==> src/aluPkg.sv <==
// Shared types, opcode classes and register map for the ALU cluster
// Byte addresses must be word aligned because byte selects are not supported
`default_nettype none

package aluPkg;

	localparam int numLanes = 4;

	////////////////////////////////////////
	// Opcode fields
	////////////////////////////////////////

	localparam logic [3:0] opClsFlagArith = 4'b0001; // Op[7:4], arithmetic that updates flags
	localparam logic [3:0] opClsJump      = 4'b0011; // Op[7:4], B passes through
	localparam int         opLdStBit      = 7;       // Set for load/store address generation

	////////////////////////////////////////
	// Register map, byte addresses
	////////////////////////////////////////

	// Lane i: A at base + 8i, B at base + 8i + 4
	localparam logic [7:0] adrOperandBase = 8'h00;
	// Opcode in [7:0], lane mask in [11:8]
	localparam logic [7:0] adrCmd         = 8'h20;
	localparam logic [7:0] adrResultBase  = 8'h40; // Lane i at base + 4i
	localparam logic [7:0] adrFlagsBase   = 8'h50; // Lane i at base + 4i, flags in [3:0]

	////////////////////////////////////////
	// Structs
	////////////////////////////////////////

	typedef struct packed {
		logic n;
		logic z;
		logic c;
		logic o;
	} flags_t;

	typedef struct packed {
		logic [31:0] result;
		flags_t      flags;
		flags_t      en;     // One enable per flag
	} aluOut_t;

	typedef struct packed {
		logic [31:0] a;
		logic [31:0] b;
		logic [7:0]  op;
	} laneIn_t;

	typedef struct packed {
		logic [31:0] result;
		flags_t      flags;
	} laneOut_t;

	// Wishbone classic request, driven by the master
	typedef struct packed {
		logic        cyc;
		logic        stb;
		logic        we;
		logic [7:0]  adr;
		logic [31:0] dat;
	} wbReq_t;

endpackage

`default_nettype wire

==> src/laneReadMux.sv <==
// Wishbone read data, registered every cycle so it is valid during ack
// Unmapped addresses and the operand and command registers read as zero
`timescale 1ns/1ps
`default_nettype none

module laneReadMux (
	input  logic             clk,
	input  logic             rstN,
	input  logic [7:0]       adr,
	input  aluPkg::laneOut_t lanes [aluPkg::numLanes],
	output logic [31:0]      datR
);

	logic [31:0] datNext;
	logic [31:0] datQ;

	// Result and flags windows, one word per lane
	always_comb begin
		datNext = '0;
		for (int i = 0; i < aluPkg::numLanes; i++) begin
			if (adr == 8'(aluPkg::adrResultBase + 4 * i))
				datNext = lanes[i].result;
			if (adr == 8'(aluPkg::adrFlagsBase + 4 * i))
				datNext = {28'h0, lanes[i].flags}; // n z c o in [3:0]
		end
	end

	always_ff @(posedge clk) begin
		if (!rstN)
			datQ <= '0;
		else
			datQ <= datNext;
	end

	assign datR = datQ;

endmodule

`default_nettype wire

==> config.mk <==
export PLATFORM = sky130hd
export DESIGN_NAME = laneReadMux
export DESIGN_NICKNAME = d
export VERILOG_FILES = /design/src/aluPkg.sv /design/src/laneReadMux.sv
export SDC_FILE = /design/constraint.sdc
export NUM_CORES = 1
export LEC_CHECK = 0
export BUFFER_PORTS_ARGS = -buffer_cell sky130_fd_sc_hd__buf_2
export CELL_PAD_IN_SITES_DETAIL_PLACEMENT = 2
export CELL_PAD_IN_SITES_GLOBAL_PLACEMENT = 2
export CORE_MARGIN = 2
export CORE_UTILIZATION = 19
export DETAILED_ROUTE_END_ITERATION = 8
export PLACE_DENSITY_LB_ADDON = 0.1
export SLEW_MARGIN = 20
export SYNTH_ARGS = -nofsm -noshare
export SYNTH_HDL_FRONTEND = slang
export SYNTH_SLANG_ARGS = --single-unit
==> constraint.sdc <==
create_clock -name clk -period 3.1 [get_ports clk]
set_input_delay 0.62 -clock clk [delete_from_list [all_inputs] [get_ports clk]]
set_output_delay 0.62 -clock clk [all_outputs]
set_load 0.02 [all_outputs]
==> reports/summary.txt, run 1 <==
DP Wirelength = 6840 microns
Pleak = 1.48 nW
Top cell type's share of synthesized area = 0.350
Kind of critical path = primary input to flip-flop
Hold_ws = 0.593 ns
DR vias = 2276
# resized after CTS = 0
Max Cap Viol = 0
# H-tree levels = 2
Power per cell area = 311 nW/um^2
Rel. slew slack = 0.463
Nets = 528
Area contributors post-synth = dfxtp_1 35%, mux2_2 12%, a222oi_1 9.8%, nor2_1 8.2%, mux4_2 6.1%
Iteration-0 DRC count of the detailed router = 60
Wire per inst = 16.8 microns
Largest net degree at the start of global routing = 28
Netlist cell types = 33
Area fraction in compound gates after synthesis = 0.192
Die Area = 10400 sq um
Count leader, synth = nor2_1
RSZ-0062 raised after global routing = false
Maximum vdd drop = 0.118 mV
Net Sw Frac = 0.263
First-pass GRT wire length = 12500 microns
CTS tree = done
Synthesized instance count = 188
Non-Filler Instances = 503
Yosys warnings = 0
Setup bufs post-CTS = 0
Post-Place Worst Slack = 0.571 ns
Placed insts = 496
Final Power = 0.927 mW
Worst Setup End Kind = flip-flop
Sequential Power Share = 0.446
DRC = 0
Area growth, synth to finish = 62.4%
Initial Utilization = 0.197
Period utilization = 0.698
CP bufs+invs = 2
Final setup TNS = 0 ns
Syn Area/Cell = 9.74 sq um
Clk buf depth = 2
Total Routing Usage GR = 0.156
Port bufs = 185
Syn_nets = 342
Final worst slack = 0.938 ns
Drt pass-1 iters = 5
Slew @ Worst Pin = 0.800 ns
Post-synth EDFFs = 0
Routed wire length = 8450 microns
Initial antenna violation count = 0
Critical path cell sequence = buf_2 -> nor3b_4 -> nand2_2 -> nor4_4 -> buf_4 -> a222oi_1 -> nor2_1
Post-synth top cells = 40 x nor2_1, 32 x dfxtp_1, 20 x mux2_2
Yosys reg bits = 32
Most used DFF post-synth = dfxtp_1
Critical-path maximum fanout = 14
Fin. max-slew vios = 0
ANT nets after route = 0
Congestion Overflow GR = 0
Crit-path slowest cell = nor4_4
Mux cell area share after synthesis = 0.239
Clock Tree Root = clkbuf_8
Num CTS Buffers = 5
CP top delay family = simple AND/OR/NAND/NOR gates
Peak Freq = 462 MHz
Adder-cell share of the synthesized area = 0
Vias/cell = 4.52
Clk pin slew, worst setup/hold paths = 0.07 ns
Mapped Area = 1830 sq um
Switch Pwr = 0.244 mW
Worst setup SP type = primary input
Number of global-route vias before repair = 2473
Internal = 0.683 mW
Top-level I/O count = 186
Core ar. = 9280 sq um
Diodes inserted = 0
Outcome = complete, no violations
Synth Area in Simple Gates = 0.165
Post-synthesis sequential area ratio = 0.350
Combinational share of power = 0.216
Max reg flops = 32
Clock period minus worst slack = 2.16 ns
CP Data Required Time = 3.32 ns
Final Hold Vio Count = 0
Post-Synth XOR/XNOR Area = 0
Layout cells sized above 1 = 0.615
Die W = 102 microns
Final RePlAce weighted congestion = 0.686
Height of the die = 102 microns
Share of total power in the clock network = 0.338
CP max stage delay = 0.62 ns
Main combinational cell family by area after synthesis = multiplexers
Hold crit path type = primary input to flip-flop
# clock sinks = 32
Post-synth top area cell = dfxtp_1
Hold buffer count at CTS = 0
Arr. time, crit path = 2.38 ns
# setup viols final = 0
# rows = 35
Asr flop ratio synth = 0
==> cell type report <==
type                    instances  area (sq um)
repair buffers                193           986
inverters                       3          11.3
well taps                     129           161
clock inverters                 1          5.00
clock buffers                   6          72.6
multi-input cells             139          1100
flip-flops and latches         32           641
fillers                      1123          6310
==> power groups by stage <==
stage / clock (mW) / combinational [mW] / sequential (mW)
floorplan: 0 / 0.0821 / 0.425
global placement: 0 / 0.200 / 0.422
detailed placement: 0 / 0.204 / 0.423
CTS: 0.333 / 0.205 / 0.413
global route: 0.354 / 0.222 / 0.413
finish: 0.313 / 0.200 / 0.413
==> cell usage in the layout (no fill, tap or decap), drive strengths merged, types with 2 or more instances in the layout <==
cell	n
mux4	5
nand3	3
nor3	2
a221oi	9
nor2	41
inv	3
clkbuf	6
mux2	20
dfxtp	32
o21ai	3
nor4	2
a21oi	5
mux2i	10
nand2	9
a222oi	18
buf	193
==> worst paths after layout <==
path / startpoint / to / slack [ns] / cells past startpoint
worst max-delay path: adr[5] / datR[27] / 0.94 / 7
worst min-delay path: lanes[75] / datR[3] / 0.59 / 3
==> per-stage QoR <==
stage,instance area [sq um],utilization
finish,2980,0.320
global route,2980,0.320
CTS,2980,0.320
detailed placement,2900,0.312
global placement,2900,0.312
floorplan,1830,-
==> per-layer routing <==
layer  vias up  track usage  part of all wire
li1       1100            -                 -
met1      1074        0.180              0.40
met2       100        0.282              0.51
met3         2       0.0527             0.095
met4         0       0.0246            0.0040
met5         -            0                 0
==> kinds of logic after synthesis <==
group,after synthesis
compound gates,41
mux,35
flops,32
simple gates,63
buf+inv,17
==> worst min-delay path, stage by stage <==
cell and delay (ns):
buf_2 0.09, nand2_1 0.05, a31oi_1 0.06
No activity file was read; power rests on OpenSTA's default activity.
==> run 2: changes to the inputs <==
--- a/config.mk
+++ b/config.mk
@@ -9,7 +9,7 @@
 export CELL_PAD_IN_SITES_DETAIL_PLACEMENT = 2
 export CELL_PAD_IN_SITES_GLOBAL_PLACEMENT = 2
 export CORE_MARGIN = 2
-export CORE_UTILIZATION = 19
+export CORE_UTILIZATION = 16
 export DETAILED_ROUTE_END_ITERATION = 8
 export PLACE_DENSITY_LB_ADDON = 0.1
 export SLEW_MARGIN = 20
==> constraint.sdc (replaced) <==
create_clock -name clk -period 1.9 [get_ports clk]
set_input_delay 0.38 -clock clk [delete_from_list [all_inputs] [get_ports clk]]
set_output_delay 0.38 -clock clk [all_outputs]
set_load 0.02 [all_outputs]
==> reports/summary.txt, run 2 (synthesis gave the netlist of run 1 again) <==
Outcome = complete, no violations
Most common cell after layout, fill and taps aside = buf_2
Final Hold Vio Count = 0 (unchanged)
Diodes inserted = 0 (unchanged)
Worst Setup End Kind = flip-flop
Kind of critical path = primary input to flip-flop
Top-level I/O count = 186 (unchanged)
Final worst slack = 0.393 ns (-0.545 ns)
# H-tree levels = 2 (unchanged)
DR vias = 2328 (+2.3%)
Congestion Overflow GR = 0 (unchanged)
Wire per inst = 17.6 microns (+5.0%)
Worst setup SP type = primary input
Drt pass-1 iters = 5 (unchanged)
Clk buf depth = 2 (unchanged)
Die Area = 12300 sq um (+18%)
Core ar. = 11300 sq um (+21%)
CTS tree = done
Num CTS Buffers = 5 (unchanged)
Max reg flops = 32 (unchanged)
Clock period minus worst slack = 1.51 ns
First-pass GRT wire length = 14700 microns (+18%)
Setup bufs post-CTS = 0 (unchanged)
Critical hold path startpoint = lanes[0]
Clock Tree Root = clkbuf_16
Total Routing Usage GR = 0.149 (-0.00640)
Height of the die = 111 microns (+8.6%)
Hold buffer count at CTS = 0 (unchanged)
Nets = 529 (+0.19%)
Routed wire length = 9160 microns (+8.4%)
Post-Place Worst Slack = 0.0466 ns (-0.525 ns)
Initial antenna violation count = 0 (unchanged)
Vias/cell = 4.49 (-0.87%)
Most frequent cells in the layout = 185 x buf_2, 40 x nor2_1, 32 x dfxtp_1
Arr. time, crit path = 1.72 ns (-0.66 ns)
Pleak = 1.53 nW (+3.5%)
Critical-path maximum fanout = 9 (-5)
Final setup TNS = 0 ns (unchanged)
Fin util = 0.278 (-0.0427)
Largest net degree at the start of global routing = 29 (+3.6%)
# clock sinks = 32 (unchanged)
Period utilization = 0.793
ANT nets after route = 0 (unchanged)
Max Cap Viol = 0 (unchanged)
# resized after CTS = 0 (unchanged)
Fin. max-slew vios = 0 (unchanged)
Area growth, synth to finish = 71.0%
Final RePlAce weighted congestion = 0.754 (+10%)
Power per cell area = 581 nW/um^2 (+87%)
DRC = 0 (unchanged)
Maximum vdd drop = 0.249 mV (+110%)
WHS Endpoint = datR[0]
Iteration-0 DRC count of the detailed router = 112 (+87%)
# rows = 39 (+11%)
Die W = 111 microns (+8.6%)
Layout cells sized above 1 = 0.614 (about the same)
Rel. slew slack = 0.654 (+0.191)
CP Data Required Time = 2.11 ns (-1.21 ns)
Hold crit path type = primary input to flip-flop
RSZ-0062 raised after global routing = false
Port bufs = 185 (unchanged)
Number of global-route vias before repair = 2721 (+10%)
DP Wirelength = 7220 microns (+5.5%)
WHS Path Cells = 3 (unchanged)
# setup viols final = 0 (unchanged)
Peak Freq = 663 MHz
Initial Utilization = 0.163 (-0.0348)
Clk pin slew, worst setup/hold paths = 0.05 ns (-0.02 ns)
Slew @ Worst Pin = 0.516 ns (-0.283 ns)
## run 2: layout make-up
cell class | count | area (sq um)
Timing Repair Buffer | 194 | 1060
Multi-Input combinational cell | 139 | 1100
Tap cell | 143 | 179
Fill cell | 1351 | 8140
Sequential cell | 32 | 641
Inverter | 3 | 11.3
Clock buffer | 8 | 146
## run 2: how the worst max path moves through the flow
stage	startpoint	end	slack (ns)	cells past startpoint
final	adr[1]	datR[15]	0.39	6
after global routing	adr[1]	datR[4]	0.15	6
after CTS	adr[1]	datR[4]	0.32	6
after detailed placement	adr[1]	datR[4]	0.05	6
after global placement	adr[1]	datR[14]	0.13	6
after floorplan	adr[4]	datR[1]	0.35	5
## run 2: power breakdown
part | switching (mW) | total [mW] | leakage [nW] | internal, mW
Clock | 0.286 | 0.809 | 0.0712 | 0.523
Sequential | 0.000677 | 0.675 | 0.258 | 0.674
Combinational | 0.137 | 0.336 | 1.20 | 0.199
Total | 0.424 | 1.82 | 1.53 | 1.40
## run 2: through the flow
stage | std cells | power [mW] | hold WS (ns) | area (sq um)
2_1_floorplan | 188 | 0.827 | 0.515 | 1830
3_3_place_gp | 511 | 1.03 | 0.622 | 2990
3_5_place_dp | 511 | 1.03 | 0.636 | 2990
4_1_cts | 519 | 1.86 | 0.350 | 3130
5_1_grt | 519 | 1.92 | 0.370 | 3130
6_report | 519 | 1.82 | 0.352 | 3130
## run 2: routing by layer
layer | vias to the layer above | global-route usage | routed length (microns)
li1 | 1101 | - | -
met1 | 1126 | 0.168 | 3600
met2 | 95 | 0.281 | 4880
met3 | 6 | 0.0432 | 609
met4 | 0 | 0.0233 | 66
met5 | - | 0 | 0
## run 2: worst max-delay path, cell delays in order
cell,delay [ns]
buf_2,0.10
nor2_1,0.33
nand4b_1,0.50
nor2_1,0.25
a221oi_1,0.07
nor2_1,0.09
