===== config.mk =====
export PLATFORM = sky130hd
export DESIGN_NAME = aluLane
export DESIGN_NICKNAME = d
export VERILOG_FILES = /design/src/aluPkg.sv /design/src/cpuAlu.sv /design/src/aluLane.sv
export SDC_FILE = /design/constraint.sdc
export NUM_CORES = 2
export LEC_CHECK = 0
export BUFFER_PORTS_ARGS = -buffer_cell sky130_fd_sc_hd__buf_2
export CAP_MARGIN = 0
export CORE_MARGIN = 5
export CORE_UTILIZATION = 42
export CTS_BUF_LIST = sky130_fd_sc_hd__clkbuf_4 sky130_fd_sc_hd__clkbuf_8 sky130_fd_sc_hd__clkbuf_16
export DETAILED_ROUTE_END_ITERATION = 6
export PLACE_DENSITY_LB_ADDON = 0.3
export REMOVE_ABC_BUFFERS = 1
export SYNTH_ARGS = -nofsm -noshare
export SYNTH_HDL_FRONTEND = slang
export SYNTH_SLANG_ARGS = --single-unit

===== constraint.sdc =====
create_clock -name clk -period 11.8 [get_ports clk]
set_input_delay 1.77 -clock clk [delete_from_list [all_inputs] [get_ports clk]]
set_output_delay 1.77 -clock clk [all_outputs]
set_load 0.05 [all_outputs]

===== src/aluPkg.sv =====
// Shared types, opcode classes and register map for the ALU cluster
// Byte addresses must be word aligned because byte selects are not supported
`default_nettype none

package aluPkg;

	localparam int numLanes = 4;

	////////////////////////////////////////
	// Opcode fields
	////////////////////////////////////////

	localparam logic [3:0] opClsFlagArith = 4'b0001; // Op[7:4], arithmetic that updates flags
	localparam logic [3:0] opClsJump      = 4'b0011; // Op[7:4], B passes through
	localparam int         opLdStBit      = 7;       // Set for load/store address generation

	////////////////////////////////////////
	// Register map, byte addresses
	////////////////////////////////////////

	// Lane i: A at base + 8i, B at base + 8i + 4
	localparam logic [7:0] adrOperandBase = 8'h00;
	// Opcode in [7:0], lane mask in [11:8]
	localparam logic [7:0] adrCmd         = 8'h20;
	localparam logic [7:0] adrResultBase  = 8'h40; // Lane i at base + 4i
	localparam logic [7:0] adrFlagsBase   = 8'h50; // Lane i at base + 4i, flags in [3:0]

	////////////////////////////////////////
	// Structs
	////////////////////////////////////////

	typedef struct packed {
		logic n;
		logic z;
		logic c;
		logic o;
	} flags_t;

	typedef struct packed {
		logic [31:0] result;
		flags_t      flags;
		flags_t      en;     // One enable per flag
	} aluOut_t;

	typedef struct packed {
		logic [31:0] a;
		logic [31:0] b;
		logic [7:0]  op;
	} laneIn_t;

	typedef struct packed {
		logic [31:0] result;
		flags_t      flags;
	} laneOut_t;

	// Wishbone classic request, driven by the master
	typedef struct packed {
		logic        cyc;
		logic        stb;
		logic        we;
		logic [7:0]  adr;
		logic [31:0] dat;
	} wbReq_t;

endpackage

`default_nettype wire


===== src/cpuAlu.sv =====
// Combinational ALU, unsigned multiply only, shift amounts taken from B[4:0]
// C and O are only meaningful for add and subtract, zero otherwise
`timescale 1ns/1ps
`default_nettype none

module cpuAlu (
	input  logic [31:0]     a,
	input  logic [31:0]     b,
	input  logic [7:0]      op,
	output aluPkg::aluOut_t y
);

	logic [32:0] sum;      // Extra bit holds the carry
	logic [32:0] diff;     // Extra bit holds the borrow
	logic [63:0] prod;
	logic [63:0] rotWide;
	logic [31:0] ldStRes;
	logic [31:0] arithRes;
	logic [31:0] shiftRes;
	logic [31:0] result;
	logic        isLdSt;
	logic        isJump;
	logic        isAdd;
	logic        isSub;
	logic        addOvf;
	logic        subOvf;

	////////////////////////////////////////
	// Datapath
	////////////////////////////////////////

	assign sum     = {1'b0, a} + {1'b0, b};
	assign diff    = {1'b0, a} - {1'b0, b};
	assign prod    = 64'(a) * 64'(b);
	assign rotWide = {a, a} >> b[4:0]; // Low word is A rotated right

	assign ldStRes = op[2] ? sum[31:0] : b; // Address = A + B, or B alone

	always_comb begin
		case (op[2:1])
			2'b00:   arithRes = sum[31:0];
			2'b01:   arithRes = diff[31:0];
			2'b10:   arithRes = prod[31:0];
			default: arithRes = prod[63:32]; // Multiply high
		endcase
	end

	always_comb begin
		case (op[2:1])
			2'b00:   shiftRes = a << b[4:0];
			2'b01:   shiftRes = a >> b[4:0];
			default: shiftRes = rotWide[31:0]; // 10 and 11 both rotate
		endcase
	end

	assign isLdSt = op[aluPkg::opLdStBit];
	assign isJump = (op[7:4] == aluPkg::opClsJump);

	// Load/store wins over the jump class, then Op[4] picks arith vs shift
	always_comb begin
		if (isLdSt)
			result = ldStRes;
		else if (isJump)
			result = b;
		else if (op[4])
			result = arithRes;
		else
			result = shiftRes;
	end

	////////////////////////////////////////
	// Flags
	////////////////////////////////////////

	assign isAdd = !isLdSt && !isJump && op[4] && (op[2:1] == 2'b00);
	assign isSub = !isLdSt && !isJump && op[4] && (op[2:1] == 2'b01);

	// Signed overflow
	assign addOvf = (a[31] == b[31]) && (sum[31] != a[31]);
	assign subOvf = (a[31] != b[31]) && (diff[31] != a[31]);

	assign y.result  = result;
	assign y.flags.n = result[31];
	assign y.flags.z = (result == 32'h0);
	assign y.flags.c = isAdd ? sum[32] : (isSub ? ~diff[32] : 1'b0); // No-borrow on sub
	assign y.flags.o = isAdd ? addOvf : (isSub ? subOvf : 1'b0);

	// Only the flag arithmetic class touches the flag register
	assign y.en = {4{op[7:4] == aluPkg::opClsFlagArith}};

endmodule

`default_nettype wire


===== src/aluLane.sv =====
// One ALU lane, result and flags load on start when the lane is selected
// Flags without an enable keep their previous value
`timescale 1ns/1ps
`default_nettype none

module aluLane (
	input  logic             clk,
	input  logic             rstN,
	input  logic             start,
	input  logic             sel,
	input  aluPkg::laneIn_t  in,
	output aluPkg::laneOut_t out
);

	aluPkg::aluOut_t aluY;
	logic [31:0]     resultQ;
	aluPkg::flags_t  flagsQ;
	aluPkg::flags_t  flagsNext;

	cpuAlu uAlu (
		.a  (in.a),
		.b  (in.b),
		.op (in.op),
		.y  (aluY)
	);

	// Per-bit merge of new and held flags
	assign flagsNext = (aluY.flags & aluY.en) | (flagsQ & ~aluY.en);

	always_ff @(posedge clk) begin
		if (!rstN) begin
			resultQ <= '0;
			flagsQ  <= '0;
		end else if (start && sel) begin
			resultQ <= aluY.result;
			flagsQ  <= flagsNext;
		end
	end

	assign out.result = resultQ;
	assign out.flags  = flagsQ;

endmodule

`default_nettype wire


==> results.py <==
metrics = {
    "detailed_routing": {
        "totalWireLength_mm": 183,
        "dr.first_iter.drc_count": 4140,
        "met2_wirelength_mm": 82.0,
        "route.layer.met1.wl_mm": 72.7,
        "drtAntennaViolNets": 0,
        "post-route-drc-count": 0,
        "first_pass_iters": 6,
        "vias": 41200,
        "route.top_layer_used": "met5",
        "wl_met3_mm": 18.0,
        "post_drt_via_cell_ratio": 6.09,
        "routed_wire_length_per_instance_um": 27.1,
    },
    "die": {
        "die_area_um2": 116000,
        "design.core.area_um2": 109000,
        "effective_utilization_at_floorplan_pct": 42.2,
        "die_outline_width_um": 340,
        "floorplan.rows": 121,
        "dieHeight_um": 340,
        "pin_count": 112,
    },
    "critical_path": {
        "top_fanout_value_on_the_critical_path": 35,
        "crit_path_frequent_cell": "sky130_fd_sc_hd__fa_1",
        "worst_ep_required_time_ps": 12020,
        "timing.critical_path.buf_inv": 4,
        "start_kind": "primary input",
        "path_type_of_the_worst_setup_path": "in2reg",
        "critical_path.slowest_cell": "sky130_fd_sc_hd__buf_2",
        "worstSetupPathDepth": 26,
        "cpPeakStageDelay_ps": 700,
        "worstPathArrival_ps": 11110,
        "worst_r2r_path_depth": 3,
        "cp-end-kind": "flip-flop",
        "cpLargestDelayFamily": "adder cells",
    },
    "sta": {
        "finalHoldViolations": 0,
        "maxClockFrequency_mhz": 91.8,
        "rsz0062_at_grt": "no",
        "worst_clock_skew_ps": 0,
        "slew-limit-headroom_pct": 25.7,
        "fin_setup_tns_ps": 0,
        "max_slew.worst_pin.slew_ps": 1090,
        "drv_slew": 0,
        "final.period_utilization_pct": 92.3,
        "finalWorstPathRequiredPeriod_ps": 10890,
        "setup_viol": 0,
    },
    "cells_and_area": {
        "post_route_cells_drive_above_1_share_pct": 6.83,
        "fill_cells": 10900,
        "area.growth.synth_to_final_pct": 4.08,
        "layout.nets": 6645,
    },
    "clocking": {
        "clock_tree.htree_level_count": 2,
        "insertion_delay_to_the_later_sink_of_the_worst_skew_pair_ps": 280,
        "max-clock-path-buffers": 2,
        "hold_buffers": 0,
        "post-cts-setup-buffer-count": 0,
        "cts_tree": "built",
        "cts_resized": 0,
        "tritoncts.num_buffers": 5,
        "cts.clk_slew.worst_paths_ps": 60,
        "clockRootBuffer": "sky130_fd_sc_hd__clkbuf_16",
        "cts_num_sinks": 36,
    },
    "synthesis": {
        "synth.ff_latch_count": 36,
        "synth-edff-count": 0,
        "netlist.area_leader.share_pct": 39.2,
        "synth.cell_area_um2": 45900,
        "synth.yosys.warnings": 0,
        "synth_top_flop_cell": "sky130_fd_sc_hd__dfxtp_1",
        "yosysSeqAreaShare_pct": 1.57,
        "synth_top_cell_by_area": "sky130_fd_sc_hd__fa_1",
        "post_synth_main_area_contributors": "sky130_fd_sc_hd__fa_1 39%, sky130_fd_sc_hd__ha_1 9.0%, sky130_fd_sc_hd__and2_1 8.1%, sky130_fd_sc_hd__inv_1 7.6%, sky130_fd_sc_hd__nand2_1 5.0%",
        "synth.avg_cell_area_um2": 8.34,
        "synthArstFlopShare_pct": 0,
        "yosysUniqueCellTypes": 97,
        "syn-instance-count": 5499,
    },
    "place": {
        "placement.io_buffers": 109,
        "post-dp-hpwl_mm": 147,
        "gpl.final_weighted_congestion": 1.13,
    },
    "min_path": {
        "hold_path_depth": 2,
        "hold_path.class": "reg2reg",
    },
    "run_status": {
        "run_status": "finished, final reports clean",
    },
    "global_routing": {
        "first_global_vias": 42900,
        "maximum_number_of_pins_on_one_net_before_global_route_repair": 56,
        "grt_util_all_layers_pct": 31.3,
        "globalRoute.totalOverflow": 0,
        "antenna_found_initial": 6,
        "grt_pass1_wl_mm": 276,
    },
    "flow_run": {
        "max_cap_viol_count": 0,
    },
}
## synth_stat cells, drive strengths merged, types with 16 or more instances
cell and instances:
mux2i 85, dfxtp 36, nand3 51, inv 928, nor2b 20, a221oi 24
nand4 47, clkbuf 331, nor2 270, a21oi 248, xnor2 63, a31oi 32
and2 591, o221ai 22, buf 64, mux2 31, a21o 30, nand2 617
o21ai 144, a22oi 16, nand2b 34, mux4 60, fa 897, o31ai 31
nor3 68, nor4 30, ha 330, a211oi 54, or3 23, o211ai 32
o21a 18
## kinds of logic after synthesis
group,Yosys count,synth area share (%)
AOI/OAI and AO/OA,845,12.4
xor gates and xnor gates,75,1.43
adders and majority gates,1227,48.2
buffers and inverters,1329,11.1
DFF,36,1.57
muxes,176,5.57
and+or+nand+nor,1811,19.7
## area by class of cell
| class | instances | area (um^2) | area share [%] |
|---|---|---|---|
| diodes | 4 | 10.0 | 0.0210 |
| clock buffers | 6 | 133 | 0.278 |
| clock inverters | 2 | 35.0 | 0.0734 |
| inverters | 934 | 3510 | 7.35 |
| multi-input cells | 4134 | 40000 | 83.9 |
| flip-flops and latches | 36 | 721 | 1.51 |
| well taps | 1414 | 1770 | 3.71 |
| repair buffers | 231 | 1510 | 3.16 |
## final timing paths
check | to | from | slack, ps
max | flip-flop | in[21] | 910
max reg2reg | resultQ[25]$_SDFFE_PN0P_ | resultQ[25]$_SDFFE_PN0P_ | 11080
min | resultQ[23]$_SDFFE_PN0P_ | resultQ[23]$_SDFFE_PN0P_ | 450
min reg2reg | resultQ[23]$_SDFFE_PN0P_ | resultQ[23]$_SDFFE_PN0P_ | 450
## placed cells by master, fill, tap and decap left out, types with 15 or more instances in the layout
| cell type | instances |
|---|---|
| sky130_fd_sc_hd__a211oi_1 | 51 |
| sky130_fd_sc_hd__a21o_1 | 30 |
| sky130_fd_sc_hd__a21oi_1 | 246 |
| sky130_fd_sc_hd__a221oi_1 | 23 |
| sky130_fd_sc_hd__a22oi_1 | 16 |
| sky130_fd_sc_hd__a31oi_1 | 29 |
| sky130_fd_sc_hd__and2_1 | 591 |
| sky130_fd_sc_hd__buf_2 | 106 |
| sky130_fd_sc_hd__buf_4 | 121 |
| sky130_fd_sc_hd__dfxtp_1 | 36 |
| sky130_fd_sc_hd__fa_1 | 897 |
| sky130_fd_sc_hd__ha_1 | 330 |
| sky130_fd_sc_hd__inv_1 | 925 |
| sky130_fd_sc_hd__mux2_2 | 29 |
| sky130_fd_sc_hd__mux2i_1 | 85 |
| sky130_fd_sc_hd__mux4_2 | 59 |
| sky130_fd_sc_hd__nand2_1 | 616 |
| sky130_fd_sc_hd__nand2b_1 | 33 |
| sky130_fd_sc_hd__nand3_1 | 51 |
| sky130_fd_sc_hd__nand4_1 | 47 |
| sky130_fd_sc_hd__nor2_1 | 269 |
| sky130_fd_sc_hd__nor2b_1 | 20 |
| sky130_fd_sc_hd__nor3_1 | 68 |
| sky130_fd_sc_hd__nor4_1 | 30 |
| sky130_fd_sc_hd__o211ai_1 | 32 |
| sky130_fd_sc_hd__o21a_1 | 18 |
| sky130_fd_sc_hd__o21ai_0 | 124 |
| sky130_fd_sc_hd__o21ai_1 | 19 |
| sky130_fd_sc_hd__o21bai_1 | 15 |
| sky130_fd_sc_hd__o221ai_1 | 22 |
| sky130_fd_sc_hd__o22ai_1 | 15 |
| sky130_fd_sc_hd__o31ai_1 | 30 |
| sky130_fd_sc_hd__or3_1 | 23 |
| sky130_fd_sc_hd__xnor2_1 | 63 |
## per-stage QoR
step           hold WS, ps  setup slack [ps]  utilization (%)  instance area, um^2  cells
2_1_floorplan          672              2040                -                44300   5104
3_3_place_gp           445               876             43.7                47500   6749
3_5_place_dp           447               856             43.7                47500   6749
4_1_cts                455              1100             43.9                47700   6757
5_1_grt                475               641             43.9                47700   6757
6_report               451               911             43.9                47700   6761
## tightest hold or removal path, stage by stage, from the launching register on
cell                      delay [ps]
sky130_fd_sc_hd__dfxtp_1         300
sky130_fd_sc_hd__nand2_1          50
sky130_fd_sc_hd__a21oi_1          50
## per-layer routing
metal  GRT usage (%)  up-vias
met5               0        -
met4            14.0        2
met3            6.39      533
met2            49.5     2233
met1            41.7    21100
li1                -    17300
Power is left out: the tool's default activity adds up to more than one toggle a clock period on the data nets, which glitch-free logic cannot reach.
