===== config.mk =====
export PLATFORM = sky130hd
export DESIGN_NAME = wbOperandRegs
export DESIGN_NICKNAME = d
export VERILOG_FILES = /design/src/aluPkg.sv /design/src/wbOperandRegs.sv
export SDC_FILE = /design/constraint.sdc
export NUM_CORES = 1
export LEC_CHECK = 0
export BUFFER_PORTS_ARGS = -buffer_cell sky130_fd_sc_hd__buf_2
export CAP_MARGIN = 40
export CORE_MARGIN = 3
export CORE_UTILIZATION = 53
export CTS_BUF_LIST = sky130_fd_sc_hd__clkbuf_4
export DETAILED_ROUTE_END_ITERATION = 12
export GPL_TIMING_DRIVEN = 1
export PLACE_DENSITY = 0.86
export SYNTH_ARGS = -nofsm -noshare
export SYNTH_HDL_FRONTEND = slang
export SYNTH_SLANG_ARGS = --single-unit

===== constraint.sdc =====
create_clock -name clk -period 6.1 [get_ports clk]
set_input_delay 0.305 -clock clk [delete_from_list [all_inputs] [get_ports clk]]
set_output_delay 0.305 -clock clk [all_outputs]
set_load 0.03 [all_outputs]

===== src/aluPkg.sv =====
// Shared types, opcode classes and register map for the ALU cluster
// Byte addresses must be word aligned because byte selects are not supported
`default_nettype none

package aluPkg;

	localparam int numLanes = 4;

	////////////////////////////////////////
	// Opcode fields
	////////////////////////////////////////

	localparam logic [3:0] opClsFlagArith = 4'b0001; // Op[7:4], arithmetic that updates flags
	localparam logic [3:0] opClsJump      = 4'b0011; // Op[7:4], B passes through
	localparam int         opLdStBit      = 7;       // Set for load/store address generation

	////////////////////////////////////////
	// Register map, byte addresses
	////////////////////////////////////////

	// Lane i: A at base + 8i, B at base + 8i + 4
	localparam logic [7:0] adrOperandBase = 8'h00;
	// Opcode in [7:0], lane mask in [11:8]
	localparam logic [7:0] adrCmd         = 8'h20;
	localparam logic [7:0] adrResultBase  = 8'h40; // Lane i at base + 4i
	localparam logic [7:0] adrFlagsBase   = 8'h50; // Lane i at base + 4i, flags in [3:0]

	////////////////////////////////////////
	// Structs
	////////////////////////////////////////

	typedef struct packed {
		logic n;
		logic z;
		logic c;
		logic o;
	} flags_t;

	typedef struct packed {
		logic [31:0] result;
		flags_t      flags;
		flags_t      en;     // One enable per flag
	} aluOut_t;

	typedef struct packed {
		logic [31:0] a;
		logic [31:0] b;
		logic [7:0]  op;
	} laneIn_t;

	typedef struct packed {
		logic [31:0] result;
		flags_t      flags;
	} laneOut_t;

	// Wishbone classic request, driven by the master
	typedef struct packed {
		logic        cyc;
		logic        stb;
		logic        we;
		logic [7:0]  adr;
		logic [31:0] dat;
	} wbReq_t;

endpackage

`default_nettype wire


===== src/wbOperandRegs.sv =====
// Wishbone classic write side, no byte selects, no err or rty, single cycles only
// Operand and command registers are write only
`timescale 1ns/1ps
`default_nettype none

module wbOperandRegs (
	input  logic                        clk,
	input  logic                        rstN,
	input  aluPkg::wbReq_t              req,
	output logic                        ack,
	output aluPkg::laneIn_t             lanes [aluPkg::numLanes],
	output logic                        start,
	output logic [aluPkg::numLanes-1:0] laneMask
);

	logic                        ackQ;
	logic                        startQ;
	logic                        accept;
	logic                        cmdHit;
	logic                        opHit;
	logic [7:0]                  opOff;
	logic [7:0]                  opQ;
	logic [aluPkg::numLanes-1:0] maskQ;
	logic [31:0]                 aQ [aluPkg::numLanes];
	logic [31:0]                 bQ [aluPkg::numLanes];

	////////////////////////////////////////
	// Handshake and decode
	////////////////////////////////////////

	// A new access is taken once, ack follows one cycle later
	assign accept = req.cyc && req.stb && !ackQ;

	assign cmdHit = (req.adr == aluPkg::adrCmd);
	assign opOff  = req.adr - aluPkg::adrOperandBase;
	assign opHit  = (opOff < 8'(8 * aluPkg::numLanes)) && (opOff[1:0] == 2'b00);

	////////////////////////////////////////
	// Registers
	////////////////////////////////////////

	always_ff @(posedge clk) begin
		if (!rstN) begin
			ackQ   <= 1'b0;
			startQ <= 1'b0;
			opQ    <= '0;
			maskQ  <= '0;
			for (int i = 0; i < aluPkg::numLanes; i++) begin
				aQ[i] <= '0;
				bQ[i] <= '0;
			end
		end else begin
			ackQ   <= accept;
			startQ <= accept && req.we && cmdHit; // High together with the command ack
			if (accept && req.we) begin
				if (cmdHit) begin
					opQ   <= req.dat[7:0];
					maskQ <= req.dat[8 +: aluPkg::numLanes];
				end
				for (int i = 0; i < aluPkg::numLanes; i++) begin
					if (opHit && (opOff[7:3] == i)) begin
						if (opOff[2])
							bQ[i] <= req.dat;
						else
							aQ[i] <= req.dat;
					end
				end
			end
		end
	end

	// Opcode is shared, operands are per lane
	always_comb begin
		for (int i = 0; i < aluPkg::numLanes; i++) begin
			lanes[i].a  = aQ[i];
			lanes[i].b  = bQ[i];
			lanes[i].op = opQ;
		end
	end

	assign ack      = ackQ;
	assign start    = startQ;
	assign laneMask = maskQ;

endmodule

`default_nettype wire


==> results of run 1 <==
==> layout by cell type (no fill, tap or decap), types with 2 or more instances in the layout <==
cell and instances:
sky130_fd_sc_hd__and3_1 256, sky130_fd_sc_hd__and4b_1 2, sky130_fd_sc_hd__buf_12 2, sky130_fd_sc_hd__buf_16 7, sky130_fd_sc_hd__buf_2 338, sky130_fd_sc_hd__buf_4 7
sky130_fd_sc_hd__buf_6 2, sky130_fd_sc_hd__bufinv_16 2, sky130_fd_sc_hd__clkbuf_4 91, sky130_fd_sc_hd__clkinv_1 15, sky130_fd_sc_hd__dfxtp_1 14, sky130_fd_sc_hd__dlygate4sd3_1 15
sky130_fd_sc_hd__edfxtp_1 256, sky130_fd_sc_hd__mux2i_1 12, sky130_fd_sc_hd__nand2_1 26, sky130_fd_sc_hd__nor4_4 2, sky130_fd_sc_hd__nor4b_4 2, sky130_fd_sc_hd__o21ai_4 8
sky130_fd_sc_hd__or4_1 2, sky130_fd_sc_hd__or4b_1 2
==> through the flow <==
| stage | setup slack (ns) | cells | power (mW) |
|---|---|---|---|
| CTS | 3.715 | 1332 | 3.951 |
| detailed placement | 3.052 | 1206 | 2.491 |
| finish | 3.677 | 1333 | 3.926 |
| global placement | 2.910 | 1195 | 2.473 |
| global route | 3.645 | 1333 | 4.062 |
| floorplan | 1.801 | 673 | 2.338 |
==> report_power, final <==
part | switching [mW] | total, mW | internal (mW)
clock | 0.692 | 1.47 | 0.775
combinational | 0.268 | 0.350 | 0.0825
sequential | 0.0221 | 2.11 | 2.09
total | 0.982 | 3.93 | 2.94
==> layout make-up <==
cell class | instances | area [um2]
antenna | 1 | 2.502
clock buffer | 91 | 683.2
clock inverter | 20 | 132.6
fill | 1255 | 5649
multi-input combinational | 320 | 2171
sequential | 270 | 7968
tap | 260 | 325.3
timing repair buffer | 371 | 2150
==> registers in the layout, indices dropped and copies added (netlist names) <==
signal,cells
aQ,128
bQ,128
opQ,8
laneMask,4
ack,1
start,1
==> final timing paths <==
| check | startpoint | slack [ns] | endpoint |
|---|---|---|---|
| max | req[38] | 3.68 | bQ[1][2] |
| min | req[31] | 0.1 | bQ[3][31] |
| max reg2reg | ack | 3.96 | aQ[3][30] |
| min reg2reg | laneMask[2] | 0.46 | laneMask[2] |
==> layer usage <==
metal | routed length [um] | track usage [%] | up-vias
met5 | 0 | 0 | -
met3 | 3144 | 6.083 | 64
met4 | 979 | 12.37 | 0
li1 | - | - | 3294
met2 | 14540 | 43.25 | 548
met1 | 10860 | 33.37 | 3530
==> logic make-up after synthesis <==
logic type	count (synthesis)	synth area share, %
AND/OR/NAND/NOR	300	18.25
flip-flops	270	76.12
buffers and inverters	83	4.100
multiplexers	12	1.148
AO/OA/AOI/OAI	8	0.3825
==> worst max-delay path: stages <==
cell and delay, ns:
sky130_fd_sc_hd__buf_2 0.09, sky130_fd_sc_hd__or4_1 0.80, sky130_fd_sc_hd__or4b_1 0.71, sky130_fd_sc_hd__o21ai_4 0.57
sky130_fd_sc_hd__buf_16 0.24
==> results.md, run 1 <==
* GRT Resource Usage Total at 26.30%
* Htree depth at 3
* Fraction of the yosys area taken by sequential cells at 76.12%
* Utilization of the core after routing at 70.39%
* Arrival time of the worst setup path at 2.73 ns
* Largest voltage drop on the vdd net at 0.0001466 V
* Total cell area at the placement stage at 12460 um2
* Worst Reg2Reg Path Length in Cells at 4
* Final non-filler cell area at 13430 um2
* Number of distinct library cell variants in the gate-level netlist after synthesis at 23
* Post-synthesis cell area at 10470 um2
* Clock tree root driver cell: sky130_fd_sc_hd__clkbuf_4
* Required time worst endpoint at 6.41 ns
* Number of failing hold endpoints at the final stage at 0
* Worst hold slack at 0.09590 ns
* Async set-or-reset flop fraction in the synthesized netlist at 0%
* Static leakage at 6.581 nW
* Post_cts resized at 0
* Antenna violations before repair at 1
* Die Span X at 146.5 um
* Starting utilization of the core area at 54.86%
* Per-instance average area after synthesis at 15.55 um2
* Maximum number of pins on one net before global-route repair at 71
* IO buf count at 338
* Via density at 5.578
* # hold bufs at CTS at 15
* Critical Path Start Type: input port
* Die area at 21470 um2
* Setup repair after global routing missed its margin: false
* Setup bufs post-CTS at 0
* Area growth, synth to finish at 28.32%
* Clock-pin slew of the registers on the worst-case setup and hold paths at 0.07 ns
* Worst setup path category: in2reg
* Wire length of the first global-routing pass at 42880 um
* Synthesized net count at 718
* CTS Buffer Depth at 3
* Area leader, netlist: sky130_fd_sc_hd__edfxtp_1
* Status: finished, final reports clean
* Top-area cell type share of the netlist area at 73.44%
* Worst-Margin Slew at 0.8641 ns
* EDFF count, synth at 256
* Total overflow reported by the global router at 0
* Number of synthesized register bits at 270
* Most common cell in the netlist: sky130_fd_sc_hd__and3_1
* Total power divided by cell area at 292.3 nW/um2
* Skew-Pair Late Insertion Delay at 0.64 ns
* Total CTS buffers at 68
* Endpoint type of the worst setup path: register
* Final worst path period need at 2.423 ns
* Routability Congestion at 0.7989
* Core area at 19080 um2
* Share of the cycle needed by the critical path after routing at 39.72%
* Top achievable clock speed at 412.8 MHz
* WL/cell at 22.15 um
* Largest fanout on the critical path at 18
* Number of violations reported at the end of detailed-routing iteration 0 at 767
* Primary FF master, synth: sky130_fd_sc_hd__edfxtp_1
* Number of global-route vias before repair at 7251
* Final clock skew at 0.03765 ns
* Die height at 146.5 um
* Number of max-cap violations at 0
* Detailed-routing iteration count for the pre-antenna-repair pass at 5
* Worst rel slew slack at 42.40%
* DRC viols at 0
* Layout Nets at 1076
* Commonest cells in the synthesized netlist: 257 x sky130_fd_sc_hd__and3_1, 256 x sky130_fd_sc_hd__edfxtp_1, 44 x sky130_fd_sc_hd__clkbuf_1
* Total negative setup slack at 0 ns
* Post-Route WL at 29520 um
* Path type of the worst min-delay path: in2reg
* # setup viols final at 0
* Post-route ant nets at 0
* Synth Instances at 673
* Number of warning messages in the yosys log at 0
* TritonCTS sink count at 270
* Worst Hold Path Cells at 2
* Layout cell share with drive strength beyond 1 at 43.66%
* CTS tree: yes
* Top cells by area, synth: sky130_fd_sc_hd__edfxtp_1 73%, sky130_fd_sc_hd__and3_1 15%, sky130_fd_sc_hd__dfxtp_1 2.7%
* Cell Rows at 50
* Dpl hpwl at 19010 um
* Number of top-level design ports at 339
* Max-slew violation count at 0
* Count of vias placed by the detailed router at 7436
Power figures use the tool's default switching activity.
==> inputs of run 2 (changes only) <==
- ABC_AREA: default -> 1
- CORE_UTILIZATION: 53 -> 52
- PLACE_DENSITY: 0.86 -> 0.85
- clock period: 6.1 -> 2.34 ns (I/O delays scaled with it)
==> run 2 against run 1 <==
Net effect:
- die area shrank 0.96%
- synthesized cell count rose by 5.9%
- core utilization fell by 1.2 points
- hold slack lost 0.047 ns
- global-route usage grew 0.82 points
- clock power increased to 2.7 times the previous value
- routed wire length grew 0.11%
- combinational power grew 140%
- sequential cell count stayed put
- critical path depth rose by 4
- highest routed layer unchanged
==> results.md, run 2 <==
* Synthesized net count at 758 (was 718)
* Total overflow reported by the global router at 0 (unchanged)
* Synth Instances at 713 (was 673)
* Layout cell share with drive strength beyond 1 at 41.60% (was 43.66%)
* # setup viols final at 0 (unchanged)
* Critical Path Start Type: input port (unchanged)
* Die area at 21270 um2 (was 21470 um2)
* Commonest non-fill, non-tap cells in the layout: 338 x sky130_fd_sc_hd__buf_2, 268 x sky130_fd_sc_hd__nor2_1, 256 x sky130_fd_sc_hd__edfxtp_1, 91 x sky130_fd_sc_hd__clkbuf_4, 39 x sky130_fd_sc_hd__dlygate4sd3_1 (was 338 x sky130_fd_sc_hd__buf_2, 256 x sky130_fd_sc_hd__and3_1, 256 x sky130_fd_sc_hd__edfxtp_1, 91 x sky130_fd_sc_hd__clkbuf_4, 26 x sky130_fd_sc_hd__nand2_1)
* CTS Buffer Depth at 3 (unchanged)
* Share of power burned in registers at 52.9% (was 53.7%)
* Post_cts resized at 0 (unchanged)
* Post-Route WL at 29550 um (was 29520 um)
* Compound-cell area share of the yosys netlist at 0.5907% (was 0.3825%)
* DRC viols at 0 (unchanged)
* Adder and majority gate portion of the synthesized area at 0% (unchanged)
* Net switching fraction of the power at 24.77% (was 25.01%)
* Largest voltage drop on the vdd net at 0.0004774 V (was 0.0001466 V)
* Number of distinct library cell variants in the gate-level netlist after synthesis at 21 (was 23)
* Worst setup path category: in2reg (unchanged)
* CTS tree: yes (unchanged)
* Layout filler cell count at 1275 (was 1255)
* Cell Rows at 50 (unchanged)
* Register area at 7968 um2 (unchanged)
* Multiplexer fraction of the synthesized cell area at 0% (was 1.148%)
* Top-area cell type share of the netlist area at 75.61% (was 73.44%)
* Cell-internal power at 7.762 mW (was 2.944 mW)
* Number of max-cap violations at 0 (unchanged)
* EDFF count, synth at 256 (unchanged)
* Static leakage at 5.983 nW (was 6.581 nW)
* Max-slew violation count at 0 (unchanged)
* Final non-filler cell area at 13110 um2 (was 13430 um2)
* Number of synthesized register bits at 270 (unchanged)
* Endpoint type of the worst setup path: register (unchanged)
* Post-route ant nets at 0 (unchanged)
* Area growth, synth to finish at 28.93% (was 28.32%)
* Cell Count Post-Placement at 1267 (was 1206)
* Path type of the worst min-delay path: in2reg (unchanged)
* Commonest cells in the synthesized netlist: 268 x sky130_fd_sc_hd__nor2_1, 256 x sky130_fd_sc_hd__edfxtp_1, 32 x sky130_fd_sc_hd__nand2_1 (was 257 x sky130_fd_sc_hd__and3_1, 256 x sky130_fd_sc_hd__edfxtp_1, 44 x sky130_fd_sc_hd__clkbuf_1)
* IO buf count at 338 (unchanged)
* Final worst path period need at 2.106 ns
* Worst-Margin Slew at 0.8615 ns (was 0.8641 ns)
* Clock-pin slew of the registers on the worst-case setup and hold paths at 0.06 ns (was 0.07 ns)
* Combinational group share of total power at 8.2% (was 8.9%)
* Share of the cycle needed by the critical path after routing at 89.98%
* TritonCTS sink count at 270 (unchanged)
* Synth Area in XOR/XNOR at 0% (unchanged)
* Die height at 145.8 um (was 146.5 um)
* Dominant combinational cell family by area after synthesis: simple AND/OR/NAND/NOR gates (unchanged)
* Portion of total power attributed to the clock network at 38.9% (was 37.4%)
* Layout Nets at 1161 (was 1076)
* Top flop regs: aQ: 128 flops, bQ: 128 flops, opQ: 8 flops (unchanged)
* Arrival time of the worst setup path at 2.63 ns (was 2.73 ns)
* # hold bufs at CTS at 39 (was 15)
* Number of top-level design ports at 339 (unchanged)
* Leading cell type in the layout, fill and taps excluded: sky130_fd_sc_hd__buf_2 (unchanged)
* Routability Congestion at 0.8187 (was 0.7989)
* Worst rel slew slack at 42.51% (was 42.40%)
* Die Span X at 145.8 um (was 146.5 um)
* Required time worst endpoint at 2.87 ns (was 6.41 ns)
* Number of violations reported at the end of detailed-routing iteration 0 at 532 (was 767)
* Number of failing hold endpoints at the final stage at 0 (unchanged)
* Total power divided by cell area at 787.1 nW/um2 (was 292.3 nW/um2)
* Total CTS buffers at 68 (unchanged)
* Final clock skew at 0.03311 ns (was 0.03765 ns)
* Fraction of the yosys area taken by sequential cells at 78.37% (was 76.12%)
* Net switching power figure at 2.556 mW (was 0.9820 mW)
* Starting utilization of the core area at 53.64% (was 54.86%)
* Number of warning messages in the yosys log at 0 (unchanged)
* Total cell area at the placement stage at 11850 um2 (was 12460 um2)
* GRT Resource Usage Total at 27.12% (was 26.30%)
* Total negative setup slack at 0 ns (unchanged)
* Largest fanout on the critical path at 24 (was 18)
* Wire length of the first global-routing pass at 43330 um (was 42880 um)
* Skew-Pair Late Insertion Delay at 0.67 ns (was 0.64 ns)
* Top cells by area, synth: sky130_fd_sc_hd__edfxtp_1 76%, sky130_fd_sc_hd__nor2_1 9.9%, sky130_fd_sc_hd__dfxtp_1 2.8% (was sky130_fd_sc_hd__edfxtp_1 73%, sky130_fd_sc_hd__and3_1 15%, sky130_fd_sc_hd__dfxtp_1 2.7%)
* Multi-input combinational cell area at 1585 um2 (was 2171 um2)
* Antenna violations before repair at 1 (unchanged)
* Async set-or-reset flop fraction in the synthesized netlist at 0% (unchanged)
* Setup repair after global routing missed its margin: false (unchanged)
* Per-instance average area after synthesis at 14.26 um2 (was 15.55 um2)
* Top achievable clock speed at 474.9 MHz
* Core area at 18960 um2 (was 19080 um2)
* Number of global-route vias before repair at 7461 (was 7251)
* Simple-gate area share of the yosys netlist at 14.83% (was 18.25%)
* Htree depth at 3 (unchanged)
* WL/cell at 20.78 um (was 22.15 um)
* Dpl hpwl at 18700 um (was 19010 um)
* Non-filler cells in the finished layout at 1422 (was 1333)
* Post-synthesis cell area at 10170 um2 (was 10470 um2)
* Via density at 5.178 (was 5.578)
* Primary FF master, synth: sky130_fd_sc_hd__edfxtp_1 (unchanged)
* Count of vias placed by the detailed router at 7363 (was 7436)
* Area leader, netlist: sky130_fd_sc_hd__edfxtp_1 (unchanged)
* Most common cell in the netlist: sky130_fd_sc_hd__nor2_1 (was sky130_fd_sc_hd__and3_1)
* Status: finished, final reports clean (unchanged)
* Detailed-routing iteration count for the pre-antenna-repair pass at 7 (was 5)
* Clock tree root driver cell: sky130_fd_sc_hd__clkbuf_4 (unchanged)
* Flop2flop setup slack at 0.50 ns (was 3.96 ns)
* Setup bufs post-CTS at 0 (unchanged)
* Maximum number of pins on one net before global-route repair at 33 (was 71)
-- run 2: cell types whose count changed after synthesis, moves of 8 or more --
cell                       delta
sky130_fd_sc_hd__nor2_1     +268
sky130_fd_sc_hd__and3_1     -257
sky130_fd_sc_hd__clkbuf_1    -43
sky130_fd_sc_hd__inv_1       +25
sky130_fd_sc_hd__buf_6       +23
sky130_fd_sc_hd__nand3_1     +13
sky130_fd_sc_hd__a21oi_1     +12
sky130_fd_sc_hd__clkbuf_2    -12
sky130_fd_sc_hd__clkinv_1    +12
sky130_fd_sc_hd__mux2i_1     -12
sky130_fd_sc_hd__nand3_4      +9
sky130_fd_sc_hd__o21ai_0      -8
-- run 2: final timing paths --
check                                  from          end  cells past startpoint
worst max-delay path                req[33]       opQ[3]                      9
worst min-delay path                 req[9]     aQ[0][9]                      3
worst max register to register          ack    aQ[3][10]                      5
worst min register to register  laneMask[0]  laneMask[0]                      2
-- run 2: area by class of cell --
cell class | count | area share (%)
antenna | 1 | 0.01909
clock buffer | 91 | 5.211
clock inverter | 24 | 1.403
inverter | 39 | 1.117
multi-input combinational | 349 | 12.09
sequential | 270 | 60.78
tap | 260 | 2.482
timing repair buffer | 388 | 16.89
-- run 2: metrics by stage --
step                hold WS [ns]  utilization (%)  power [mW]  setup slack (ns)
finish                   0.04933            69.16       10.32            0.2344
CTS                     0.001727            69.14       10.38            0.3767
global placement          0.4002            62.51       6.334            0.6159
floorplan                 0.2585                -       6.028            0.2456
global route             0.02657            69.16       10.68            0.1581
detailed placement        0.4091            62.51       6.349            0.5550
-- run 2: kinds of logic after synthesis --
group / count (synthesis)
simple gates: 337
flops: 270
buf+inv: 94
compound gates: 12
-- run 2: per-layer routing --
| layer | routed length, um | vias up | global-route usage [%] | part of all wire, % |
|---|---|---|---|---|
| met3 | 3580 | 82 | 9.654 | 12 |
| met5 | 0 | - | 0 | 0 |
| met2 | 14770 | 567 | 46.20 | 50 |
| li1 | - | 3221 | - | - |
| met4 | 1084 | 0 | 12.63 | 3.7 |
| met1 | 10120 | 3493 | 30.68 | 34 |
-- run 2: worst max-delay path, stage by stage --
cell	delay (ns)
sky130_fd_sc_hd__dlygate4sd3_1	0.53
sky130_fd_sc_hd__buf_2	0.12
sky130_fd_sc_hd__nor2_2	0.16
sky130_fd_sc_hd__dlygate4sd3_1	0.57
sky130_fd_sc_hd__nand2_1	0.08
sky130_fd_sc_hd__nor2_2	0.69
sky130_fd_sc_hd__nand3_1	0.18
sky130_fd_sc_hd__nand2_1	0.13
sky130_fd_sc_hd__nor2_1	0.06
-- run 2: power by group through the flow --
| stage | registers, mW | logic, mW | clock network (mW) |
|---|---|---|---|
| global placement | 5.55 | 0.781 | 0 |
| detailed placement | 5.56 | 0.793 | 0 |
| finish | 5.45 | 0.847 | 4.02 |
| floorplan | 5.87 | 0.158 | 0 |
| global route | 5.46 | 0.881 | 4.34 |
| CTS | 5.45 | 0.844 | 4.09 |
==> inputs of run 3 (changes only) <==
- CORE_UTILIZATION: 52 -> 50
- CTS_BUF_LIST: sky130_fd_sc_hd__clkbuf_4 -> sky130_fd_sc_hd__clkbuf_16
- PLACE_DENSITY: 0.85 -> 0.82
==> run 3 against run 2 <==
Net effect:
- register-to-register slack improved by 0.04 ns
- cell count fell by 6.5%
- core utilization fell by 3.8 points
- die area rose by 3.8%
- setup slack got worse by 0.065 ns
- via count fell by 8.0%
- largest power group unchanged
==> results.md, run 3 (synthesis gave the netlist of run 2 again) <==
* Static leakage at 5.818 nW (was 5.983 nW)
* IO buf count at 338 (unchanged)
* Worst rel slew slack at 42.86% (was 42.51%)
* Max-slew violation count at 0 (unchanged)
* Cell Count Post-Placement at 1273 (was 1267)
* Number of max-cap violations at 0 (unchanged)
* Via density at 5.093 (was 5.178)
* GRT Resource Usage Total at 24.09% (was 27.12%)
* Total CTS buffers at 26 (was 68)
* Area growth, synth to finish at 26.82% (was 28.93%)
* Dpl hpwl at 18280 um (was 18700 um)
* Share of the cycle needed by the critical path after routing at 92.74% (was 89.98%)
* Worst setup path category: in2reg (unchanged)
* Largest voltage drop on the vdd net at 0.0006552 V (was 0.0004774 V)
* Layout cell share with drive strength beyond 1 at 39.91% (was 41.60%)
* Die area at 22080 um2 (was 21270 um2)
* WL/cell at 20.44 um (was 20.78 um)
* Die height at 148.6 um (was 145.8 um)
* Worst-Margin Slew at 0.8562 ns (was 0.8615 ns)
* Total negative setup slack at 0 ns (unchanged)
* Power, Total at 10.68 mW (was 10.32 mW)
* Worst stage delay on the critical path at 0.68 ns (was 0.69 ns)
* Number of failing hold endpoints at the final stage at 0 (unchanged)
* Setup bufs post-CTS at 0 (unchanged)
* Final worst path period need at 2.170 ns (was 2.106 ns)
* Number of top-level design ports at 339 (unchanged)
* Detailed-routing iteration count for the pre-antenna-repair pass at 5 (was 7)
* Non-filler cells in the finished layout at 1330 (was 1422)
* Die Span X at 148.6 um (was 145.8 um)
* Leading cell type in the layout, fill and taps excluded: sky130_fd_sc_hd__buf_2 (unchanged)
* Skew-Pair Late Insertion Delay at 0.52 ns (was 0.67 ns)
* Slowest cell on the critical path: sky130_fd_sc_hd__nor2_2 (unchanged)
* Routability Congestion at 0.7897 (was 0.8187)
* DRC viols at 0 (unchanged)
* Post-Route WL at 27180 um (was 29550 um)
* CTS tree: yes (unchanged)
* Endpoint type of the worst setup path: register (unchanged)
* Antenna violations before repair at 0 (was 1)
* # setup viols final at 0 (unchanged)
* Family of cells with the greatest summed delay on the critical path: simple AND/OR/NAND/NOR gates (unchanged)
* Top flop regs: aQ: 128 flops, bQ: 128 flops, opQ: 8 flops (unchanged)
* Total overflow reported by the global router at 0 (unchanged)
* Starting utilization of the core area at 51.56% (was 53.64%)
* Total power divided by cell area at 828.6 nW/um2 (was 787.1 nW/um2)
* CP cell instances: dlygate4sd3_1 > buf_2 > nor2_2 > dlygate4sd3_1 > nand2_1 > nor2_2 > nand3_1 > nand2_1 > nor2_1 (unchanged)
* Layout Nets at 1090 (was 1161)
* CTS Buffer Depth at 3 (unchanged)
* Final clock skew at 0.008696 ns (was 0.03311 ns)
* Arrival time of the worst setup path at 2.59 ns (was 2.63 ns)
* Count of vias placed by the detailed router at 6774 (was 7363)
* Post-route ant nets at 0 (unchanged)
* Htree depth at 1 (was 3)
* Number of violations reported at the end of detailed-routing iteration 0 at 514 (was 532)
* Clock tree root driver cell: sky130_fd_sc_hd__clkbuf_16 (was sky130_fd_sc_hd__clkbuf_4)
* Maximum number of pins on one net before global-route repair at 33 (unchanged)
* Required time worst endpoint at 2.76 ns (was 2.87 ns)
* Cell Rows at 51 (was 50)
* Clock-pin slew of the registers on the worst-case setup and hold paths at 0.06 ns (about the same)
* Wire length of the first global-routing pass at 39490 um (was 43330 um)
* Worst path buffer plus inverter count at 3 (unchanged)
* Antenna fix cells at 0 (was 1)
* Setup repair after global routing missed its margin: false (unchanged)
* Largest fanout on the critical path at 24 (unchanged)
* Path type of the worst min-delay path: in2reg (unchanged)
* Flop2flop setup slack at 0.54 ns (was 0.50 ns)
* Critical Path Start Type: input port (unchanged)
* Status: finished, final reports clean (unchanged)
* Core area at 19720 um2 (was 18960 um2)
* Layout filler cell count at 1404 (was 1275)
* Commonest non-fill, non-tap cells in the layout: 338 x sky130_fd_sc_hd__buf_2, 268 x sky130_fd_sc_hd__nor2_1, 256 x sky130_fd_sc_hd__edfxtp_1, 27 x sky130_fd_sc_hd__inv_1, 27 x sky130_fd_sc_hd__clkbuf_16 (was 338 x sky130_fd_sc_hd__buf_2, 268 x sky130_fd_sc_hd__nor2_1, 256 x sky130_fd_sc_hd__edfxtp_1, 91 x sky130_fd_sc_hd__clkbuf_4, 39 x sky130_fd_sc_hd__dlygate4sd3_1)
* Number of global-route vias before repair at 6596 (was 7461)
* Top achievable clock speed at 460.8 MHz (was 474.9 MHz)
* TritonCTS sink count at 270 (unchanged)
-- run 3: cell types whose count changed in the layout (fill, tap and decap cells not counted), sizes merged --
cell         before  now
dlygate4sd3      39    9
clkbuf           91   27
diode             1    0
buf             349  350
clkinv           31   22
clkinvlp          1    2
inv              28   31
bufinv            3    5
-- run 3: per-stage QoR --
stage,hold slack (ns),utilization (%),cell area [um2],setup WS [ns]
2_1_floorplan,0.2585,-,10170,0.2456
3_3_place_gp,0.3978,60.30,11890,0.5909
3_5_place_dp,0.4018,60.30,11890,0.5476
4_1_cts,0.007533,65.39,12890,0.2446
5_1_grt,0.02693,65.39,12890,0.03853
6_report,0.03164,65.39,12890,0.1699
-- run 3: worst reg2reg max path, stage by stage, from the launching register on --
cell and delay [ns]:
sky130_fd_sc_hd__dfxtp_1 0.31, sky130_fd_sc_hd__inv_1 0.10, sky130_fd_sc_hd__nand4_4 0.19, sky130_fd_sc_hd__nor2_8 0.26, sky130_fd_sc_hd__nand2_1 0.10, sky130_fd_sc_hd__nand2_2 0.29
sky130_fd_sc_hd__buf_12 0.23
-- run 3: repair_timing --
action                                  CTS  global route
hold buffers                              9             0
gates resized for setup                   0             0
hold endpoints to repair                  2             0
endpoints found under the setup margin    0             0
-- run 3: final cells by class --
class	count	area [um2]	share of cell area, %
Clock inverter	21	237.7	1.844
Timing Repair Buffer	359	1947	15.10
Clock buffer	27	675.6	5.240
Multi-Input combinational cell	349	1588	12.31
Tap cell	265	331.6	2.572
Sequential cell	270	7968	61.80
Inverter	39	146.4	1.135
-- run 3: power breakdown --
part	switching, mW	leakage [nW]	total [mW]	internal [mW]
registers	0.0463	2.78	5.46	5.41
clock network	1.77	0.455	4.43	2.66
logic	0.625	2.58	0.801	0.177
total	2.44	5.82	10.7	8.24
-- run 3: routing by layer --
metal	up-vias	track usage [%]	wire (um)	part of all wire (%)
met4	0	7.991	831	3.1
met5	-	0	0	0
met3	56	6.277	3026	11
met1	3208	29.89	9865	36
li1	3048	-	-	-
met2	462	41.44	13460	50
-- run 3: worst paths after layout --
kind               start           to  depth (start not counted)
max              req[32]       opQ[3]                          9
min reg2reg  laneMask[1]  laneMask[1]                          2
min              req[22]    bQ[2][22]                          3
max reg2reg          ack    aQ[1][16]                          6
